### config.mk
export PLATFORM = sky130hd
export DESIGN_NAME = pipe_top
export DESIGN_NICKNAME = d
export VERILOG_FILES = /design/src/hw/pipe_pkg.sv /design/src/hw/pipe_top.sv /design/src/hw/retire_counter.sv /design/src/hw/mem_stage.sv /design/src/hw/fetch_stage.sv /design/src/hw/bus_txn_fsm.sv /design/src/hw/pipe_reg.sv /design/src/hw/inst_decoder.sv
export VERILOG_INCLUDE_DIRS = /design/src /design/src/hw
export SDC_FILE = /design/constraint.sdc
export NUM_CORES = 1
export LEC_CHECK = 0
export BUFFER_PORTS_ARGS = -buffer_cell sky130_fd_sc_hd__buf_4
export CORE_UTILIZATION = 53
export DETAILED_ROUTE_END_ITERATION = 8
export PLACE_DENSITY = 0.84
export SKIP_CTS_REPAIR_TIMING = 1
export SLEW_MARGIN = 20
export SYNTH_ARGS = -nofsm -noshare
export SYNTH_HDL_FRONTEND = slang
export SYNTH_SLANG_ARGS = --single-unit
### constraint.sdc
create_clock -name clock -period 9 [get_ports clock]
set_clock_uncertainty 0.05 [all_clocks]
set_input_delay 1.8 -clock clock [delete_from_list [all_inputs] [get_ports clock]]
set_output_delay 1.8 -clock clock [all_outputs]
set_load 0.02 [all_outputs]
### src/hw/pipe_params.svh
// Widths and encodings shared by the reduced pipeline
// Opcode sits in bits 31..26; only halt, no-op and ldq decode as legal
// Two 32-bit instructions per 64-bit bus word, PC steps by 4
`ifndef PIPE_PARAMS_SVH
`define PIPE_PARAMS_SVH

////////////////////////////////////////////////////////////
// Widths
`define PIPE_XLEN       64
`define PIPE_INST_W     32
`define PIPE_TAG_W      4               // Tag 0 means not accepted
`define PIPE_REG_IDX_W  5

`define PIPE_ZERO_REG   5'd31           // Writes here are dropped
`define PIPE_NOOP_INST  32'h47ff041f    // What bubbles carry

////////////////////////////////////////////////////////////
// Opcodes in the top 6 bits
`define PIPE_OP_HALT    6'h00
`define PIPE_OP_NOP     6'h11
`define PIPE_OP_LDQ     6'h29

`define PIPE_INST_BYTES 4               // PC step per instruction
`endif
### src/hw/pipe_pkg.sv
// Types shared by the pipeline stages and the testbench
// Payload structs are packed; field order fixes the bit layout
// Widths follow the params header
`include "pipe_params.svh"

package pipe_pkg;

  typedef logic [`PIPE_XLEN-1:0]      word_t;     // Bus data and address
  typedef logic [`PIPE_INST_W-1:0]    inst_t;
  typedef logic [`PIPE_TAG_W-1:0]     tag_t;      // Zero = not accepted
  typedef logic [`PIPE_REG_IDX_W-1:0] reg_idx_t;

  typedef enum logic [1:0] {BUS_NONE = 2'h0, BUS_LOAD = 2'h1} bus_cmd_t;

  typedef enum logic [3:0]
  {
    NO_ERROR          = 4'h0,
    HALTED_ON_HALT    = 4'h1,
    HALTED_ON_ILLEGAL = 4'h2
  } error_t;

  ////////////////////////////////////////////////////////////
  // Pipeline register payloads

  // IF/ID payload of 96 bits
  typedef struct packed {word_t npc; inst_t inst;} fetch_t;

  // ID/MEM payload of 136 bits
  typedef struct packed
  {
    word_t    npc;
    logic     load;
    logic     halt;
    logic     illegal;
    reg_idx_t dest;
    word_t    load_addr;
  } decoded_t;

  // MEM/WB payload of 136 bits
  typedef struct packed
  {
    word_t    npc;
    logic     halt;
    logic     illegal;
    logic     wr_en;
    reg_idx_t dest;
    word_t    wr_data;
  } retire_t;

endpackage

### src/hw/pipe_top.sv
// Reduced in-order pipeline on one split-transaction memory bus
// Stages IF, ID, MEM, WB; no register file, no stores, no branches
// Data side wins the bus; only one instruction is in flight
`timescale 1ns/1ps

module pipe_top (
  input  logic                clock,
  input  logic                reset,
  input  pipe_pkg::tag_t      mem_response,
  input  pipe_pkg::tag_t      mem_tag,
  input  pipe_pkg::word_t     mem_data,
  output pipe_pkg::bus_cmd_t  proc2mem_command,
  output pipe_pkg::word_t     proc2mem_addr,
  output logic                commit_valid,
  output pipe_pkg::word_t     commit_npc,
  output logic                commit_wr_en,
  output pipe_pkg::reg_idx_t  commit_wr_idx,
  output pipe_pkg::word_t     commit_wr_data,
  output pipe_pkg::error_t    error_status,
  output logic [15:0]         retired_count
);
  import pipe_pkg::*;

  bus_cmd_t fetch_cmd;
  bus_cmd_t mem_cmd;
  word_t    fetch_addr;
  word_t    mem_addr;
  tag_t     fetch_resp;
  tag_t     mem_resp;
  logic     fetch_valid;
  fetch_t   fetch;
  logic     if_id_valid;
  fetch_t   if_id;
  decoded_t id_out;
  logic     id_mem_valid;
  decoded_t id_mem;
  logic     mem_stall;
  logic     mem_out_valid;
  retire_t  mem_out;
  logic     mem_wb_valid;
  retire_t  mem_wb;
  logic     halted;

  ////////////////////////////////////////////////////////////
  // Bus arbiter, data side first
  assign proc2mem_command = (mem_cmd != BUS_NONE) ? mem_cmd : fetch_cmd;
  assign proc2mem_addr    = (mem_cmd != BUS_NONE) ? mem_addr : fetch_addr;
  assign mem_resp   = (mem_cmd != BUS_NONE) ? mem_response : '0;  // Winner only
  assign fetch_resp = (mem_cmd == BUS_NONE) ? mem_response : '0;

  ////////////////////////////////////////////////////////////
  // IF and IF/ID
  fetch_stage i_fetch_stage (
    .clock(clock), .reset(reset), .retire(mem_wb_valid), .halted(halted),
    .mem_response(fetch_resp), .mem_tag(mem_tag), .mem_data(mem_data),
    .command(fetch_cmd), .bus_addr(fetch_addr),
    .fetch_valid(fetch_valid), .fetch(fetch)
  );

  pipe_reg #(.payload_t(fetch_t)) i_if_id (
    .clock(clock), .reset(reset), .enable(1'b1),  // Never has to hold
    .valid_in(fetch_valid), .data_in(fetch),
    .valid_out(if_id_valid), .data_out(if_id)
  );

  ////////////////////////////////////////////////////////////
  // ID and ID/MEM
  inst_decoder i_inst_decoder (
    .inst(if_id.inst), .inst_valid(if_id_valid),
    .load(id_out.load), .halt(id_out.halt), .illegal(id_out.illegal),
    .dest_idx(id_out.dest), .load_addr(id_out.load_addr)
  );
  assign id_out.npc = if_id.npc;

  pipe_reg #(.payload_t(decoded_t)) i_id_mem (
    .clock(clock), .reset(reset), .enable(~mem_stall),  // Back-pressure
    .valid_in(if_id_valid), .data_in(id_out),
    .valid_out(id_mem_valid), .data_out(id_mem)
  );

  ////////////////////////////////////////////////////////////
  // MEM and MEM/WB
  mem_stage i_mem_stage (
    .clock(clock), .reset(reset), .in_valid(id_mem_valid), .in(id_mem),
    .mem_response(mem_resp), .mem_tag(mem_tag), .mem_data(mem_data),
    .command(mem_cmd), .bus_addr(mem_addr), .stall(mem_stall),
    .out_valid(mem_out_valid), .out(mem_out)
  );

  pipe_reg #(.payload_t(retire_t)) i_mem_wb (
    .clock(clock), .reset(reset), .enable(1'b1),
    .valid_in(mem_out_valid), .data_in(mem_out),
    .valid_out(mem_wb_valid), .data_out(mem_wb)
  );

  ////////////////////////////////////////////////////////////
  // WB, commit and status
  retire_counter i_retire_counter (
    .clock(clock), .reset(reset), .retire(mem_wb_valid),
    .retire_halt(mem_wb.halt), .retire_illegal(mem_wb.illegal),
    .retired_count(retired_count), .error_status(error_status), .halted(halted)
  );

  assign commit_valid   = mem_wb_valid;
  assign commit_npc     = mem_wb.npc;
  assign commit_wr_en   = mem_wb.wr_en;     // Already qualified by valid
  assign commit_wr_idx  = mem_wb.dest;
  assign commit_wr_data = mem_wb.wr_data;

endmodule

### src/hw/retire_counter.sv
// Retire count and halt status
// First halt or illegal instruction sets the status, later ones are ignored
// Count wraps at 16 bits
`timescale 1ns/1ps

module retire_counter (
  input  logic              clock,
  input  logic              reset,
  input  logic              retire,
  input  logic              retire_halt,
  input  logic              retire_illegal,
  output logic [15:0]       retired_count,
  output pipe_pkg::error_t  error_status,
  output logic              halted
);
  import pipe_pkg::*;

  always_ff @(posedge clock)
  begin
    if (reset)
    begin
      retired_count <= '0;
      error_status  <= NO_ERROR;
    end
    else if (retire)
    begin
      retired_count <= retired_count + 16'd1;
      if (error_status == NO_ERROR)           // Keep the first cause
      begin
        if (retire_illegal)
          error_status <= HALTED_ON_ILLEGAL;  // Wins over halt
        else if (retire_halt)
          error_status <= HALTED_ON_HALT;
      end
    end
  end

  assign halted = (error_status != NO_ERROR);

endmodule

### src/hw/mem_stage.sv
// Memory stage, executes loads over the bus
// Stall holds ID/MEM from the load's arrival until its done cycle
// Non-loads pass straight through with write enable low
`timescale 1ns/1ps
`include "pipe_params.svh"

module mem_stage (
  input  logic               clock,
  input  logic               reset,
  input  logic               in_valid,
  input  pipe_pkg::decoded_t in,
  input  pipe_pkg::tag_t     mem_response,
  input  pipe_pkg::tag_t     mem_tag,
  input  pipe_pkg::word_t    mem_data,
  output pipe_pkg::bus_cmd_t command,
  output pipe_pkg::word_t    bus_addr,
  output logic               stall,
  output logic               out_valid,
  output pipe_pkg::retire_t  out
);
  import pipe_pkg::*;

  logic  busy_q;      // Read already launched for this load
  logic  start;
  logic  done;
  word_t load_data;

  assign start = in_valid & in.load & ~busy_q;

  always_ff @(posedge clock)
  begin
    if (reset)
      busy_q <= 1'b0;
    else if (start)
      busy_q <= 1'b1;
    else if (done)
      busy_q <= 1'b0;
  end

  bus_txn_fsm i_bus_txn_fsm (
    .clock(clock), .reset(reset), .start(start), .addr(in.load_addr),
    .mem_response(mem_response), .mem_tag(mem_tag), .mem_data(mem_data),
    .command(command), .bus_addr(bus_addr), .done(done), .data(load_data)
  );

  assign stall     = in_valid & in.load & ~done;
  assign out_valid = in_valid & ~stall;       // Bubble downstream while waiting

  // Retire payload
  assign out.npc     = in.npc;
  assign out.halt    = in.halt;
  assign out.illegal = in.illegal;
  assign out.wr_en   = out_valid & in.load & (in.dest != `PIPE_ZERO_REG);
  assign out.dest    = in.dest;
  assign out.wr_data = in.load ? load_data : '0;

endmodule

### src/hw/fetch_stage.sv
// Instruction fetch, one instruction in flight
// Next fetch starts one cycle after the previous one retires
// Stops for good once the halt status is latched, until reset
`timescale 1ns/1ps
`include "pipe_params.svh"

module fetch_stage (
  input  logic               clock,
  input  logic               reset,
  input  logic               retire,
  input  logic               halted,
  input  pipe_pkg::tag_t     mem_response,
  input  pipe_pkg::tag_t     mem_tag,
  input  pipe_pkg::word_t    mem_data,
  output pipe_pkg::bus_cmd_t command,
  output pipe_pkg::word_t    bus_addr,
  output logic               fetch_valid,
  output pipe_pkg::fetch_t   fetch
);
  import pipe_pkg::*;

  word_t pc;
  word_t line;        // Whole bus word holding two instructions
  logic  go_q;        // Fetch due once the pipeline drains
  logic  start;

  always_ff @(posedge clock)
  begin
    if (reset)
    begin
      pc   <= '0;
      go_q <= 1'b1;                        // First fetch right after reset
    end
    else
    begin
      go_q <= retire;
      if (retire)
        pc <= pc + `PIPE_INST_BYTES;
    end
  end

  // Halt status has latched by the time go_q is up
  assign start = go_q & ~halted;

  bus_txn_fsm i_bus_txn_fsm (
    .clock(clock), .reset(reset), .start(start),
    .addr({pc[`PIPE_XLEN-1:3], 3'b000}),  // Word aligned
    .mem_response(mem_response), .mem_tag(mem_tag), .mem_data(mem_data),
    .command(command), .bus_addr(bus_addr), .done(fetch_valid), .data(line)
  );

  assign fetch.npc  = pc + `PIPE_INST_BYTES;
  assign fetch.inst = !fetch_valid ? `PIPE_NOOP_INST
                    : pc[2]        ? line[63:32]  // Upper half
                                   : line[31:0];

endmodule

### src/hw/bus_txn_fsm.sv
// One split-transaction bus read at a time
// Request held until a nonzero response tag, data taken on matching mem_tag
// done pulses one cycle after the data cycle; start is ignored while busy
// Caller supplies an 8-byte aligned address
`timescale 1ns/1ps

module bus_txn_fsm (
  input  logic               clock,
  input  logic               reset,
  input  logic               start,
  input  pipe_pkg::word_t    addr,
  input  pipe_pkg::tag_t     mem_response,
  input  pipe_pkg::tag_t     mem_tag,
  input  pipe_pkg::word_t    mem_data,
  output pipe_pkg::bus_cmd_t command,
  output pipe_pkg::word_t    bus_addr,
  output logic               done,
  output pipe_pkg::word_t    data
);
  import pipe_pkg::*;

  typedef enum logic [1:0] {IDLE, REQUEST, WAIT_DATA} state_t;

  state_t state;
  word_t  addr_q;     // Held for the whole request phase
  tag_t   tag_q;      // Tag memory gave us on acceptance
  logic   data_hit;

  assign data_hit = (state == WAIT_DATA) && (mem_tag == tag_q);

  ////////////////////////////////////////////////////////////
  // Control
  always_ff @(posedge clock)
  begin
    if (reset)
    begin
      state <= IDLE;
      tag_q <= '0;
      done  <= 1'b0;
    end
    else
    begin
      done <= data_hit;                       // Single-cycle pulse
      case (state)
        IDLE:
        begin
          if (start)
            state <= REQUEST;                 // Drive the bus from next cycle
        end
        REQUEST:
        begin
          if (mem_response != '0)             // Accepted
          begin
            tag_q <= mem_response;
            state <= WAIT_DATA;
          end
        end
        WAIT_DATA:
        begin
          if (data_hit)
            state <= IDLE;
        end
        default: state <= IDLE;
      endcase
    end
  end

  ////////////////////////////////////////////////////////////
  // Address and data
  always_ff @(posedge clock)
  begin
    if (state == IDLE && start)
      addr_q <= addr;
    if (data_hit)
      data <= mem_data;                       // Valid alongside done
  end

  assign command  = (state == REQUEST) ? BUS_LOAD : BUS_NONE;
  assign bus_addr = addr_q;

endmodule

### src/hw/pipe_reg.sv
// Pipeline register with valid bit and hold enable
// Reset clears valid and zeroes the payload, giving a bubble
// Payload type is set per instance
`timescale 1ns/1ps

module pipe_reg #(
  parameter type payload_t = logic
) (
  input  logic     clock,
  input  logic     reset,
  input  logic     enable,      // Low holds the current contents
  input  logic     valid_in,
  input  payload_t data_in,
  output logic     valid_out,
  output payload_t data_out
);

  always_ff @(posedge clock)
  begin
    if (reset)
    begin
      valid_out <= 1'b0;        // Bubble
      data_out  <= '0;
    end
    else if (enable)
    begin
      valid_out <= valid_in;
      data_out  <= data_in;
    end
  end

endmodule

### src/hw/inst_decoder.sv
// Combinational decode of one instruction
// Recognizes halt, no-op and ldq; every other valid opcode is illegal
// Load address is the displacement only, no base register
`timescale 1ns/1ps
`include "pipe_params.svh"

module inst_decoder (
  input  pipe_pkg::inst_t    inst,
  input  logic               inst_valid,
  output logic               load,
  output logic               halt,
  output logic               illegal,
  output pipe_pkg::reg_idx_t dest_idx,
  output pipe_pkg::word_t    load_addr
);

  logic [5:0] opcode;

  assign opcode   = inst[31:26];
  assign dest_idx = inst[25:21];                       // Ra field
  // Zero-extended disp, forced to a bus word boundary
  assign load_addr = {{(`PIPE_XLEN-16){1'b0}}, inst[15:3], 3'b000};

  always_comb
  begin
    load    = 1'b0;
    halt    = 1'b0;
    illegal = 1'b0;
    if (inst_valid)                                    // Bubbles raise nothing
    begin
      case (opcode)
        `PIPE_OP_HALT: halt = 1'b1;
        `PIPE_OP_NOP:  ;                               // Passes through quietly
        `PIPE_OP_LDQ:  load = 1'b1;
        default:       illegal = 1'b1;
      endcase
    end
  end

endmodule

# Yosys cells after proc, flatten, opt, wreduce, memory -nomap -nowiden
# Index checks and enable logic that the tools add are counted.
# W data, S select, Z words.
dict set report classes {
  addsub 2
  n_eq_ne 15
  n_mux 26
  n_bitwise 13
  n_reduce_logical 23
}
# op n
set op_table {}
lappend op_table {{$add A64 B3 Y64 const B} 1}
lappend op_table {{$mux W64} 1}
lappend op_table {{$mux W32} 1}
lappend op_table {{$mux W31} 1}
lappend op_table {{$add A16 B1 Y16 const B} 1}
lappend op_table {{$mux W4} 4}
lappend op_table {{$mux W2} 7}
lappend op_table {{$ne A2 B2 Y1 const B} 6}
lappend op_table {{$pmux W2 S3} 2}
lappend op_table {{$reduce_bool A4 Y1} 3}
lappend op_table {{$mux W1} 10}
lappend op_table {{$reduce_and A3 Y1} 3}
lappend op_table {{$eq A4 B4 Y1} 2}
lappend op_table {{$and A1 B1 Y1} 7}
lappend op_table {{$eq A6 B5 Y1 const B} 1}
lappend op_table {{$eq A6 B6 Y1 const B} 1}
lappend op_table {{$logic_not A2 Y1} 3}
lappend op_table {{$logic_not A6 Y1} 1}
lappend op_table {{$not A1 Y1} 6}
lappend op_table {{$reduce_bool A2 Y1} 3}
lappend op_table {{$ne A5 B5 Y1 const B} 1}
lappend op_table {{$eq A2 B1 Y1 const B} 2}
lappend op_table {{$eq A2 B2 Y1 const B} 2}
lappend op_table {{$logic_and A1 B1 Y1} 4}
lappend op_table {{other kinds (4)} 6}
dict set report word_totals {
  reg_bits 622
  input_bits 74
  output_inout_bits 221
}

# Depth between registers and ports, before layout
dict set report depth {
  ltp_word 7
  ltp_mapped 9
}

# By module
# Synthesis repeated with hierarchy kept, for this count alone.
dict set report unflattened {
  hier_cells 2546
  hier_area_um2 30186.5
}
# module instances cells_per_inst area_each_um2 seq_area_each_um2
set modules_own_cells {}
lappend modules_own_cells {{pipe_reg at i_id_mem ...} 2 441 4992.3 2742.6}
lappend modules_own_cells {bus_txn_fsm 2 167 4174.0 3983.8}
lappend modules_own_cells {fetch_stage 1 601 4662.0 1261.2}
lappend modules_own_cells {{pipe_reg at i_if_id} 1 313 3435.8 1941.9}
lappend modules_own_cells {pipe_top 1 86 1182.4 0.0}
lappend modules_own_cells {mem_stage 1 153 1071.0 20.0}
lappend modules_own_cells {retire_counter 1 96 910.9 360.3}
lappend modules_own_cells {inst_decoder 1 81 591.8 0.0}

# Least setup slack after synthesis
# OpenSTA, ideal clock, no wires.
dict set report synth_timing {
  path_kind {input port to flip-flop}
  from {input mem_tag[2]}
  to {register i_mem_stage.i_bus_txn_fsm.data[0] (enable)}
  setup_ps 580
  t_arrival_ps 6778
  required_time_ps 8370
  path_slack_ps 1593
  path_stages 3
  path_buffers 0
  path_cell_list {xnor2_1 -> nand4_1 -> nor3b_1}
}
dict set report synth_between {
  elab_chain_len 2
}
# item line_no
set synth_rtl {}
lappend synth_rtl {{start, declared} pipe_top.sv:10} ;# input pipe_pkg::tag_t mem_tag,
lappend synth_rtl {{$eq A4 B4 Y1} bus_txn_fsm.sv:29} ;# assign data_hit = (state == WAIT_DATA) && (mem_tag == tag_q);
lappend synth_rtl {{$logic_and A1 B1 Y1} bus_txn_fsm.sv:29}
lappend synth_rtl {{via i_mem_stage.i_bus_txn_fsm.data_hit} bus_txn_fsm.sv:27} ;# logic data_hit;
lappend synth_rtl {{end signal, assigned} bus_txn_fsm.sv:75} ;# data <= mem_data;
lappend synth_rtl {{end, declared} bus_txn_fsm.sv:18} ;# output pipe_pkg::word_t data
# The timed path passes the listed nets, and every way through them passes these cells.
# A chain may end at the register's enable or synchronous reset.

# Worst setup path in the final report
dict set report layout_timing {
  from {register i_mem_stage.i_bus_txn_fsm.state[0]}
  to {output proc2mem_addr[15]}
}
dict set report layout_between {
  elab_chain_len 4
}
# item line_no
set layout_rtl {}
lappend layout_rtl {{start, declared} bus_txn_fsm.sv:24} ;# state_t state;
lappend layout_rtl {{start signal, assigned} bus_txn_fsm.sv:37} ;# state <= IDLE;
lappend layout_rtl {{start signal, assigned} bus_txn_fsm.sv:48} ;# state <= REQUEST;
lappend layout_rtl {{start signal, assigned} bus_txn_fsm.sv:55} ;# state <= WAIT_DATA;
lappend layout_rtl {{$eq A2 B1 Y1} bus_txn_fsm.sv:78} ;# assign command = (state == REQUEST) ? BUS_LOAD : BUS_NONE;
lappend layout_rtl {{$mux W1} bus_txn_fsm.sv:78}
lappend layout_rtl {{$reduce_bool A2 Y1} pipe_top.sv:47} ;# assign proc2mem_addr = (mem_cmd != BUS_NONE) ? mem_addr : fetch_addr;
lappend layout_rtl {{$mux W64} pipe_top.sv:47}
lappend layout_rtl {{end, declared} pipe_top.sv:13} ;# output pipe_pkg::word_t proc2mem_addr,
# Every way passes these cells.

==> results.yml <==
status:
  outcome: "finished clean"
floorplanning:
  core_area_sq_um: 38600
  die-area_sq_um: 40000
  io_pins: 295
  rows: 72
  die_height_microns: 200
  start_util_pct: 53.7
  die_w_microns: 200
synth:
  synth_edf_count: 186
  syn_inst: 1870
  ys_seq_elements: 588
  avgSynthCellArea_sq_um: 11.1
  ys_warn_count: 0
  synth_ff_type: "dfxtp_1"
  synth.area.top_cells: "dfxtp_1 39%, edfxtp_1 27%, nand2_1 4.5%"
  synth_seq_area_share_pct: 65.7
  syn_area_sq_um: 20800
  async_reset_ff_share_pct: 0
  synth.distinct_cells: 53
  synth_top_area_cell: "dfxtp_1"
  yosysTopAreaCellShare_pct: 38.8
sta:
  final-hold-violation-count: 0
  fin_ws_ns: 4.72
  relSlewSlack_pct: 28.1
  rsz0062_at_grt: "false"
  fin_setup_tns_ns: 0
  setup_viol: 0
  worstMarginPinSlew_ns: 1.08
  drv_slew: 0
  min_period_over_period_pct: 47.5
  fmax_mhz: 234
  fin_crit_ns: 4.28
global_route:
  grt_max_degree: 111
  grt_pass1_wl_mm: 71.9
  grt_pass1_vias: 13600
  gr-total-overflow: 0
  track_usage_pct: 23.1
  antenna_found_initial: 0
clock_network:
  clk_pin_slew_ns: 0.06
  cts_root_buf: "clkbuf_16"
  tritoncts: "done"
  clock_latency_ns: 0.62
  clock-sinks: 588
  clockBufferDepth: 3
  htree_num_levels: 2
  cts_buffers: 55
setup_path:
  worst-setup-path-type: "reg2out"
  crit_fanout: 13
  critPathRequiredTime_ns: 7.15
  crit_path_start_kind: "flip-flop"
  endpoint_kind: "output port"
  crit_arrival_ns: 2.43
power:
  leakage_nw: 9.34
  power_density_nw_per_um2: 212
  ir_worst_vdd_mv: 0.243
  power.total_mw: 5.31
routing:
  vias: 14300
  dr.pass1.iters: 5
  vias_per_cell: 5.32
  drt_drc_violations_left: 0
  ant_nets: 0
  drt_wl_total_mm: 45.9
  wl_per_cell_microns: 17.1
  drtIter0Drc: 1122
run:
  drv_cap: 0
placed_design:
  port_buffers: 286
  dp_hpwl_mm: 29.9
  dp_slack_ns: 5.11
  gp_congestion: 0.918
  placed_cell_area_sq_um: 23200
finish:
  nNetsFinal: 2193
  n_antenna_cell: 0
  fill_cells: 2811
  drive_above_1_share_pct: 20.0
  final_cell_area_sq_um: 25000
  synthToLayoutAreaGrowth_pct: 20.7
worst_hold_path:
  hp-class: "reg2reg"
path summary, 6_finish.rpt:
| kind | slack [ns] | depth (start not counted) | to | from |
|---|---|---|---|---|
| setup / recovery | 4.72 | 5 | proc2mem_addr[15] | i_mem_stage.i_bus_txn_fsm.state[0]$_SDFFE_PP0P_ |
| hold / removal | 0.38 | 1 | i_mem_wb.data_out[4]$_SDFF_PP0_ | i_mem_stage.i_bus_txn_fsm.data[4]$_DFFE_PP_ |
| setup reg to reg | 5.68 | 5 | i_fetch_stage.pc[57]$_SDFFE_PP0P_ | i_fetch_stage.pc[13]$_SDFFE_PP0P_ |
| hold reg to reg | 0.38 | 1 | i_mem_wb.data_out[4]$_SDFF_PP0_ | i_mem_stage.i_bus_txn_fsm.data[4]$_DFFE_PP_ |
layout by cell type, fill, tap and decap left out, types with 4 or more instances in the layout:
master | Yosys | routed
nor2_1 | 141 | 140
dfxtp_1 | 402 | 400
a21oi_1 | 134 | 134
and2_1 | 116 | 116
clkbuf_1 | 68 | 11
nand3_1 | 54 | 54
and3_1 | 10 | 10
and4_1 | 4 | 4
mux2i_1 | 34 | 34
clkinv_2 | 0 | 7
nor2b_1 | 78 | 77
bufinv_16 | 0 | 4
nand4_2 | 4 | 4
xnor2_1 | 26 | 26
edfxtp_1 | 186 | 186
xor2_1 | 66 | 66
conb_1 | 1 | 8
buf_4 | 10 | 299
o21ai_0 | 31 | 31
o31ai_1 | 8 | 8
clkbuf_8 | 3 | 9
clkinv_1 | 0 | 7
a22oi_1 | 6 | 6
mux2_2 | 7 | 7
nand2b_1 | 10 | 9
nand4_1 | 56 | 56
or4_1 | 8 | 8
or2_2 | 9 | 9
nor3_1 | 26 | 23
nand2_1 | 251 | 251
or3_1 | 31 | 31
inv_1 | 10 | 10
nor4_1 | 15 | 15
clkbuf_16 | 0 | 57
per-layer routing:
layer	part of all wire, %	global-route usage [%]
met2	47	37.9
met4	2.5	8.57
met3	8.9	6.27
met5	0	0
met1	41	29.2
state kept, by name (all words and copies together), names as in the netlist, 13 cells and up:
signal / cells
i_mem_wb.data_out: 134
i_if_id.data_out: 86
i_id_mem.data_out: 83
i_mem_stage.i_bus_txn_fsm.data: 64
i_fetch_stage.pc: 62
i_fetch_stage.i_bus_txn_fsm.bus_addr: 61
i_fetch_stage.i_bus_txn_fsm.data: 48
i_retire_counter.retired_count: 16
i_mem_stage.i_bus_txn_fsm.bus_addr: 13
where the power goes:
part	leakage [nW]	total, mW	switching [mW]	internal (mW)
clock network	0.914	2.35	0.989	1.36
registers	4.98	2.78	0.0124	2.77
logic	3.45	0.174	0.106	0.0676
total	9.34	5.31	1.11	4.20
logic make-up after synthesis:
logic type	after synthesis	synth area share (%)
buffers and inverters	128	3.00
DFF	588	65.7
and+or+nand+nor	834	20.6
other	1	0.0181
adders and majority gates	2	0.121
muxes	41	2.02
AOI/OAI and AO/OA	184	4.68
xor gates and xnor gates	92	3.88
cells in the mapped netlist, drive strengths merged (10+ instances only):
master  number
nor2       141
and3        12
clkbuf      73
edfxtp     186
dfxtp      402
o21ai       31
nand4       61
or3         32
inv         10
mux2i       34
nand3       56
and2       117
a21oi      134
nor2b       78
buf         44
nand2b      10
xor2        66
nor3        26
nand2      251
xnor2       26
nor4        19
critical path: stages, from the launching register on:
cell and delay, ns:
dfxtp_1 0.50, nor2b_1 0.67, buf_4 0.31, nand2_1 0.07, nand2_1 0.10, buf_4 0.16
stage by stage:
stage / util [%] / instances / hold slack, ns
after global placement: 59.9 / 2577 / 0.363
after detailed placement: 59.9 / 2577 / 0.369
after global routing: 64.8 / 2682 / 0.393
final: 64.8 / 2682 / 0.380
after CTS: 64.7 / 2681 / 0.383
after floorplan: - / 1877 / 0.353
layout make-up:
class / count / area, sq um / share of cell area (%)
Timing Repair Buffer: 301 / 2280 / 9.10
Inverter: 10 / 37.5 / 0.150
Clock inverter: 25 / 264 / 1.05
Tap cell: 518 / 648 / 2.59
Clock buffer: 79 / 1600 / 6.40
Sequential cell: 588 / 13600 / 54.4
Multi-Input combinational cell: 1161 / 6580 / 26.3
No activity file was read; power rests on OpenSTA's default activity.
